<file path="src/rtl/msk_defs.svh">
// Masked ALU widths and seed
`ifndef MSK_DEFS_SVH
`define MSK_DEFS_SVH

// Width of one share word
`define MSK_XLEN 32

// Immediate shift amount, five barrel levels
`define MSK_SHAMT_W 5

// LFSR reset value, must not be the XNOR lock-up state
`define MSK_PRNG_SEED 32'h6789_abcd

`endif

</file>
<file path="src/rtl/msk_pkg.sv">
// Masked ALU types
`include "msk_defs.svh"

package msk_pkg;

  // One share of a two-share masked value
  typedef logic [`MSK_XLEN-1:0] share_t;

  // Operation codes
  typedef enum logic [3:0] {
    OP_NOT     = 4'd0,  // Boolean masked NOT of rs1
    OP_XOR     = 4'd1,  // Boolean masked XOR
    OP_AND     = 4'd2,  // Threshold AND
    OP_IOR     = 4'd3,  // OR built on the threshold AND
    OP_SRLI    = 4'd4,  // Shift right by immediate
    OP_SLLI    = 4'd5,  // Shift left by immediate
    OP_RORI    = 4'd6,  // Rotate right by immediate
    OP_BMASK   = 4'd7,  // Boolean mask of a plain value
    OP_AMASK   = 4'd8,  // Arithmetic mask of a plain value
    OP_BREMASK = 4'd9,  // Boolean remask of shares
    OP_AREMASK = 4'd10  // Arithmetic remask of shares
  } msk_op_t;

  // Codes 11 to 15 are unused and produce no result class

endpackage

</file>
<file path="src/rtl/msk_alu.sv">
// Two-share masked ALU
`timescale 1ns/100ps
`include "msk_defs.svh"

module msk_alu (
  input  logic                     g_clk,
  input  logic                     g_resetn,
  input  logic                     i_valid,   // Single-cycle operation strobe
  input  msk_pkg::msk_op_t         i_op,
  input  msk_pkg::share_t          i_rs1_s0,
  input  msk_pkg::share_t          i_rs1_s1,
  input  msk_pkg::share_t          i_rs2_s0,
  input  msk_pkg::share_t          i_rs2_s1,
  input  logic [`MSK_SHAMT_W-1:0]  i_shamt,
  output logic                     o_valid,   // Result strobe, two edges after i_valid
  output msk_pkg::share_t          o_rd_s0,
  output msk_pkg::share_t          o_rd_s1
);

  import msk_pkg::*;

  share_t  prng;

  share_t  log_r0, log_r1;
  share_t  msk_r0, msk_r1;
  share_t  shf_s0, shf_s1;   // Combinational shifter outputs

  logic    v1_q, v2_q;
  msk_op_t op1_q, op2_q;
  share_t  shf0_q1, shf1_q1;
  share_t  shf0_q2, shf1_q2;

  logic    sel_logic;
  logic    sel_shift;
  logic    sel_mask;

  // The LFSR moves on every accept edge
  msk_prng prng_inst (
    .g_clk    (g_clk),
    .g_resetn (g_resetn),
    .i_step   (i_valid),
    .o_rand   (prng)
  );

  msk_logic_ti logic_inst (
    .g_clk    (g_clk),
    .g_resetn (g_resetn),
    .i_valid  (i_valid),
    .i_op     (i_op),
    .i_a0     (i_rs1_s0),
    .i_a1     (i_rs1_s1),
    .i_b0     (i_rs2_s0),
    .i_b1     (i_rs2_s1),
    .i_rand   (prng),
    .o_r0     (log_r0),
    .o_r1     (log_r1)
  );

  msk_mask_unit mask_inst (
    .g_clk    (g_clk),
    .g_resetn (g_resetn),
    .i_valid  (i_valid),
    .i_op     (i_op),
    .i_s0     (i_rs1_s0),
    .i_s1     (i_rs1_s1),
    .i_rand   (prng),
    .o_r0     (msk_r0),
    .o_r1     (msk_r1)
  );

  // One shifter per share, both padded from the same random word
  msk_shift_rotate shift0_inst (
    .i_share  (i_rs1_s0),
    .i_shamt  (i_shamt),
    .i_pad    (prng),
    .i_op     (i_op),
    .o_share  (shf_s0)
  );

  msk_shift_rotate shift1_inst (
    .i_share  (i_rs1_s1),
    .i_shamt  (i_shamt),
    .i_pad    (prng),
    .i_op     (i_op),
    .o_share  (shf_s1)
  );

  always_ff @(posedge g_clk) begin
    if (!g_resetn) begin
      v1_q    <= 1'b0;
      v2_q    <= 1'b0;
      op1_q   <= OP_NOT;
      op2_q   <= OP_NOT;
      shf0_q1 <= '0;
      shf1_q1 <= '0;
      shf0_q2 <= '0;
      shf1_q2 <= '0;
    end else begin
      v1_q <= i_valid;
      v2_q <= v1_q;
      if (i_valid) begin
        op1_q   <= i_op;
        shf0_q1 <= shf_s0;
        shf1_q1 <= shf_s1;
      end
      if (v1_q) begin
        op2_q   <= op1_q;
        shf0_q2 <= shf0_q1;   // Matches the two-stage units
        shf1_q2 <= shf1_q1;
      end
    end
  end

  // Result class of the operation now in stage 2
  assign sel_logic = v2_q && (op2_q inside {OP_NOT, OP_XOR, OP_AND, OP_IOR});
  assign sel_shift = v2_q && (op2_q inside {OP_SRLI, OP_SLLI, OP_RORI});
  assign sel_mask  = v2_q && (op2_q inside {OP_BMASK, OP_AMASK, OP_BREMASK, OP_AREMASK});

  // AND-OR select, at most one class is active
  assign o_rd_s0 = ({`MSK_XLEN{sel_logic}} & log_r0)  |
                   ({`MSK_XLEN{sel_shift}} & shf0_q2) |
                   ({`MSK_XLEN{sel_mask}}  & msk_r0);

  assign o_rd_s1 = ({`MSK_XLEN{sel_logic}} & log_r1)  |
                   ({`MSK_XLEN{sel_shift}} & shf1_q2) |
                   ({`MSK_XLEN{sel_mask}}  & msk_r1);

  assign o_valid = v2_q;

endmodule

</file>
<file path="src/rtl/msk_logic_ti.sv">
// Masked logic unit
`timescale 1ns/100ps
`include "msk_defs.svh"

module msk_logic_ti (
  input  logic              g_clk,
  input  logic              g_resetn,
  input  logic              i_valid,
  input  msk_pkg::msk_op_t  i_op,
  input  msk_pkg::share_t   i_a0,
  input  msk_pkg::share_t   i_a1,
  input  msk_pkg::share_t   i_b0,
  input  msk_pkg::share_t   i_b1,
  input  msk_pkg::share_t   i_rand,
  output msk_pkg::share_t   o_r0,
  output msk_pkg::share_t   o_r1
);

  import msk_pkg::*;

  logic    is_or;
  logic    load1;
  share_t  a1_in;
  share_t  b1_in;

  logic    v1_q;
  msk_op_t op_q;
  share_t  t0_q, t1_q, t2_q, t3_q;  // Cross products of the threshold AND
  share_t  lin0_q, lin1_q;         // XOR or NOT shares

  logic    nonlin;
  logic    inv1;

  assign is_or = (i_op == OP_IOR);
  assign load1 = i_valid && (i_op inside {OP_NOT, OP_XOR, OP_AND, OP_IOR});

  // De Morgan for OR, share 1 inverted flips the whole value
  assign a1_in = is_or ? ~i_a1 : i_a1;
  assign b1_in = is_or ? ~i_b1 : i_b1;

  always_ff @(posedge g_clk) begin
    if (!g_resetn) begin
      v1_q   <= 1'b0;
      op_q   <= OP_NOT;
      t0_q   <= '0;
      t1_q   <= '0;
      t2_q   <= '0;
      t3_q   <= '0;
      lin0_q <= '0;
      lin1_q <= '0;
    end else begin
      v1_q <= load1;
      if (load1) begin
        op_q   <= i_op;
        t0_q   <= i_rand ^ (i_a0 & i_b0);   // Fresh mask on share 0 side
        t1_q   <= i_rand ^ (i_a0 & b1_in);
        t2_q   <= a1_in & i_b0;
        t3_q   <= a1_in & b1_in;
        lin0_q <= (i_op == OP_NOT) ? i_a0 : (i_a0 ^ i_b0);
        lin1_q <= (i_op == OP_NOT) ? ~i_a1 : (i_a1 ^ i_b1);
      end
    end
  end

  assign nonlin = (op_q == OP_AND) || (op_q == OP_IOR);
  assign inv1   = (op_q == OP_IOR);

  // Partial products only meet after the stage 1 registers
  always_ff @(posedge g_clk) begin
    if (!g_resetn) begin
      o_r0 <= '0;
      o_r1 <= '0;
    end else if (v1_q) begin
      o_r0 <= nonlin ? (t0_q ^ t2_q) : lin0_q;
      o_r1 <= nonlin ? (t1_q ^ t3_q ^ {`MSK_XLEN{inv1}}) : lin1_q;
    end
  end

endmodule

</file>
<file path="src/rtl/msk_mask_unit.sv">
// Mask and remask unit
`timescale 1ns/100ps

module msk_mask_unit (
  input  logic              g_clk,
  input  logic              g_resetn,
  input  logic              i_valid,
  input  msk_pkg::msk_op_t  i_op,
  input  msk_pkg::share_t   i_s0,     // Plain value for a mask operation
  input  msk_pkg::share_t   i_s1,
  input  msk_pkg::share_t   i_rand,
  output msk_pkg::share_t   o_r0,
  output msk_pkg::share_t   o_r1
);

  import msk_pkg::*;

  logic    load1;
  logic    in_bool;

  logic    v1_q;
  msk_op_t op_q;
  share_t  m0_q;    // Share 0 refreshed by the random word
  share_t  s1_q;
  share_t  rand_q;

  logic    st_bool;
  logic    st_mask;

  assign load1   = i_valid && (i_op inside {OP_BMASK, OP_AMASK, OP_BREMASK, OP_AREMASK});
  assign in_bool = (i_op == OP_BMASK) || (i_op == OP_BREMASK);

  always_ff @(posedge g_clk) begin
    if (!g_resetn) begin
      v1_q   <= 1'b0;
      op_q   <= OP_NOT;
      m0_q   <= '0;
      s1_q   <= '0;
      rand_q <= '0;
    end else begin
      v1_q <= load1;
      if (load1) begin
        op_q   <= i_op;
        m0_q   <= in_bool ? (i_s0 ^ i_rand) : (i_s0 + i_rand);
        s1_q   <= i_s1;    // Held back until share 0 is refreshed
        rand_q <= i_rand;
      end
    end
  end

  assign st_bool = (op_q == OP_BMASK) || (op_q == OP_BREMASK);
  assign st_mask = (op_q == OP_BMASK) || (op_q == OP_AMASK);

  always_ff @(posedge g_clk) begin
    if (!g_resetn) begin
      o_r0 <= '0;
      o_r1 <= '0;
    end else if (v1_q) begin
      o_r0 <= st_mask ? m0_q :
              st_bool ? (m0_q ^ s1_q) : (m0_q - s1_q);  // Old share 1 removed
      o_r1 <= rand_q;                                   // New share 1 is the mask
    end
  end

endmodule

</file>
<file path="src/rtl/msk_prng.sv">
// Mask refresh LFSR
`timescale 1ns/100ps
`include "msk_defs.svh"

module msk_prng (
  input  logic            g_clk,
  input  logic            g_resetn,
  input  logic            i_step,    // One step per accepted operation
  output msk_pkg::share_t o_rand
);

  import msk_pkg::*;

  share_t lfsr_q;
  logic   feedback;

  // XNOR feedback from taps 31, 21, 1 and 0
  assign feedback = ~(lfsr_q[31] ^ lfsr_q[21] ^ lfsr_q[1] ^ lfsr_q[0]);

  always_ff @(posedge g_clk) begin
    if (!g_resetn) begin
      lfsr_q <= `MSK_PRNG_SEED;
    end else if (i_step) begin
      lfsr_q <= {lfsr_q[`MSK_XLEN-2:0], feedback};  // Shift left, new bit enters at 0
    end
  end

  // Current state goes out, the step is seen by the next operation
  assign o_rand = lfsr_q;

endmodule

</file>
<file path="src/rtl/msk_shift_rotate.sv">
// Share barrel shifter
`timescale 1ns/100ps
`include "msk_defs.svh"

module msk_shift_rotate (
  input  msk_pkg::share_t          i_share,
  input  logic [`MSK_SHAMT_W-1:0]  i_shamt,
  input  msk_pkg::share_t          i_pad,    // Random padding, same for both shares
  input  msk_pkg::msk_op_t         i_op,
  output msk_pkg::share_t          o_share
);

  import msk_pkg::*;

  logic shl;
  logic rot;

  // Level outputs, lvl[0] is the input share
  wire share_t lvl [0:`MSK_SHAMT_W];

  assign shl = (i_op == OP_SLLI);
  assign rot = (i_op == OP_RORI);

  assign lvl[0] = i_share;

  // Level g moves the word by 2**g bits when shamt bit g is set
  for (genvar g = 0; g < `MSK_SHAMT_W; g++) begin : g_level
    localparam int W = 1 << g;
    localparam int P = W - 1;  // Pad slices 0, 2:1, 6:3, 14:7, 30:15

    logic [W-1:0] pad_bits;
    logic [W-1:0] fill_r;

    assign pad_bits = i_pad[P +: W];

    // Rotate brings the low bits round, shifts take fresh padding
    assign fill_r = rot ? lvl[g][W-1:0] : pad_bits;

    assign lvl[g+1] = !i_shamt[g] ? lvl[g] :
                      shl         ? {lvl[g][`MSK_XLEN-1-W:0], pad_bits} :
                                    {fill_r, lvl[g][`MSK_XLEN-1:W]};
  end

  // Equal padding in both shares drops out on recombination
  assign o_share = lvl[`MSK_SHAMT_W];

endmodule

</file>
<file path="config.mk">
export PLATFORM = sky130hd
export DESIGN_NAME = msk_alu
export DESIGN_NICKNAME = d
export VERILOG_FILES = /design/src/rtl/msk_pkg.sv /design/src/rtl/msk_alu.sv /design/src/rtl/msk_logic_ti.sv /design/src/rtl/msk_mask_unit.sv /design/src/rtl/msk_prng.sv /design/src/rtl/msk_shift_rotate.sv
export VERILOG_INCLUDE_DIRS = /design/src /design/src/rtl
export SDC_FILE = /design/constraint.sdc
export NUM_CORES = 2
export LEC_CHECK = 0
export CORE_ASPECT_RATIO = 0.6
export CORE_UTILIZATION = 55
export DETAILED_ROUTE_END_ITERATION = 10
export DONT_BUFFER_PORTS = 1
export PLACE_DENSITY_LB_ADDON = 0.15
export SLEW_MARGIN = 15
export SYNTH_ARGS = -nofsm -noshare
export SYNTH_HDL_FRONTEND = slang
export SYNTH_SLANG_ARGS = --single-unit
</file>
<file path="constraint.sdc">
create_clock -name g_clk -period 3.7 [get_ports g_clk]
set_clock_uncertainty 0.05 [all_clocks]
set_input_delay 0.37 -clock g_clk [delete_from_list [all_inputs] [get_ports g_clk]]
set_output_delay 0.37 -clock g_clk [all_outputs]
set_load 0.05 [all_outputs]
</file>
==> metrics.yaml <==
final_design_area_no_fill_mm2: 0.04150
fin_nets: 4902
yosysTopAreaCell: "dfxtp_1"
final-setup-viol-count: 0
synthesis.area_mm2: 0.03714
tritoncts: "done"
clkSlewWorstSetupHoldPaths_ps: 70
hold_violations: 1
first_global_vias: 33670
hpwl_um: 131100
vias: 39510
violations: "DRC, hold timing"
grt_max_degree: 196
start_kind: "flip-flop"
rows: 73
die_w_um: 337.5
worstSkewPairLatency_ps: 680
layout-drive-gt1-share_pct: 7.619
worst_r2r_path_depth: 11
holdPathStages: 3
htree_levels: 2
syn_to_final_growth_pct: 11.73
synthesis.instances: 4745
synth_enable_flop_cells: 0
crit_end: "o_rd_s1[27]"
finalCritPeriodShare_pct: 99.48
yosysWarnings: 0
maxCapViolCount: 0
reg2reg_slack_ps: 280
setup.worst_path.start: "op2_q[1]"
start_util_pct: 55.86
ant_nets: 0
tightest_slew_ps: 1401
synth_cell_types: 90
outcome: "finished, violations left"
antenna_found_initial: 29
r2r-end: "mask_inst.o_r0[24]"
p_leak_nw: 16.39
via_per_inst: 7.015
crit_path_end_kind: "primary output"
root_buffer: "clkbuf_16"
timing.hold.ws_ps: -4.653
powerDensity_mw_per_mm2: 427.3
netlist_top_cells_area: "dfxtp_1, mux2i_1, a21oi_1"
hold_path_class: "in2reg"
cts_made_buffers: 57
clkSinkCount: 596
ys_seq_elements: 596
slew_headroom_pct: 5.600
total_power_mw: 17.73
yosys_most_used_dff: "dfxtp_1"
cts_resized: 0
post_drt_wl_per_cell_um: 34.20
synthArstFlopShare_pct: 0
cts_buffer_depth: 3
worstPathArrival_ps: 3260
grt_usage_pct: 54.18
drt_first_pass_iters: 11
synth.avg_cell_area_um2: 7.827
ys_seq_area_share_pct: 32.13
syn_nets: 4981
reg2reg_from: "mask_inst.m0_q[1]"
coreArea_mm2: 0.06649
fin_setup_tns_ps: 0
grt_pass1_wl_um: 261700
fp.dieH_um: 203.3
wl_um: 192600
hold_start: "i_rs1_s0[22]"
cp_max_fo: 33
drt_iter0_markers: 7614
crit_type: "reg2out"
cp_data_required_time_ps: 3280
synth_top_area_share_pct: 32.13
fmax_ghz: 0.2717
io-pin-count: 205
dpl_cell_area_mm2: 0.03787
slew_viol_final: 0
grt_overflow: 0
port_buffers: 0
dieArea_mm2: 0.06861
gp_congestion: 1.123
rsz0062_at_grt: "no"
remaining_drc_errors: 7
layout_min_cycle_time_ps: 3681
peakVddDrop_mv: 0.3955
-- critical path: stages (launching register included) --
cell and delay [ps]:
dfxtp_1 430, a21oi_1 100, nand2_1 70, o21ai_0 70, and2_2 500, buf_4 350, a222oi_1 670, inv_1 420
-- placed cells by master, fill, tap and decap left out, types with 48 or more instances in the layout --
cell type,synthesis,layout
nand2_1,597,594
dfxtp_1,596,592
a21oi_1,573,572
nor2_1,493,492
mux2i_1,303,303
o21ai_0,224,222
xnor2_1,173,173
dlygate4sd3_1,0,157
buf_4,11,146
inv_1,142,141
xor2_1,138,138
nand3_1,125,125
a211oi_1,113,113
ha_1,94,94
a222oi_1,74,74
clkbuf_16,0,58
a31oi_1,56,56
mux4_2,48,48
-- area by class of cell --
cell class                 instances  area, um^2
clock inverter                    27       344.1
clock buffer                      78        1607
multi-input combinational       3545       22830
inverter                         145       551.8
tap                              900        1126
timing repair buffer             321        3043
fill                            5928       25000
sequential                       596       11940
antenna                           21       52.55
-- worst min path at each step --
stage,slack [ps],endpoint
4_1_cts,0.5,logic_inst.t0_q[25]
2_1_floorplan,380,shf0_q1[8]
3_3_place_gp,390,mask_inst.s1_q[9]
3_5_place_dp,400,mask_inst.s1_q[23]
6_report,-5,logic_inst.t0_q[22]
5_1_grt,20,logic_inst.t2_q[11]
-- synthesized netlist by cell type (13+ instances only) --
cell type and instances:
buf_2 49, a31oi_1 56, nand2b_1 16, a311oi_1 40
a211oi_1 113, xor2_1 138, nand3_1 125, nor2b_1 18
inv_1 142, dfxtp_1 596, o211ai_1 31, buf_1 47
xnor2_1 173, a211o_1 14, a22o_1 24, or3_1 13
o221ai_1 20, o22ai_1 14, and2_1 23, a222oi_1 74
clkbuf_1 338, nand2_1 597, nor3_1 40, nor4_1 14
o21ai_0 224, mux4_2 48, o31ai_1 23, mux2i_1 303
a21o_1 36, nor2_1 493, and3_1 17, ha_1 94
buf_6 14, a21oi_1 573
-- power breakdown --
part / internal [mW] / total, mW / switching, mW / leakage (nW)
Clock: 3.48 / 6.35 / 2.88 / 0.940
Sequential: 6.71 / 7.07 / 0.354 / 4.86
Combinational: 1.56 / 4.31 / 2.75 / 10.6
Total: 11.7 / 17.7 / 5.98 / 16.4
-- metrics by stage --
step | util, % | cells | setup WS (ps)
after floorplan | - | 4745 | 955.3
after global placement | 56.95 | 5348 | 413.2
after detailed placement | 56.95 | 5348 | 388.3
after CTS | 62.33 | 5612 | 144.8
after global routing | 62.33 | 5614 | 97.19
final | 62.41 | 5633 | 19.22
-- routing by layer --
| metal | track usage, % | up-vias | wire (um) |
|---|---|---|---|
| li1 | - | 16730 | - |
| met3 | 36.09 | 570 | 40010 |
| met4 | 28.98 | 24 | 11900 |
| met2 | 61.49 | 3445 | 64730 |
| met1 | 73.04 | 18750 | 75270 |
| met5 | 5.177 | - | 743 |
-- timing repair --
action                    CTS  global route
hold buffers              159             0
buffers inserted            0             0
hold endpoints to repair  382             0
-- cells by family after synthesis --
group | after synthesis | share of synthesized area, %
fa+ha+maj | 96 | 3.275
xor+xnor | 311 | 7.334
compound gates | 1379 | 23.48
buf+inv | 604 | 6.664
simple gates | 1403 | 15.89
mux | 356 | 11.23
flops | 596 | 32.13
(Power assumes the default switching activity.)
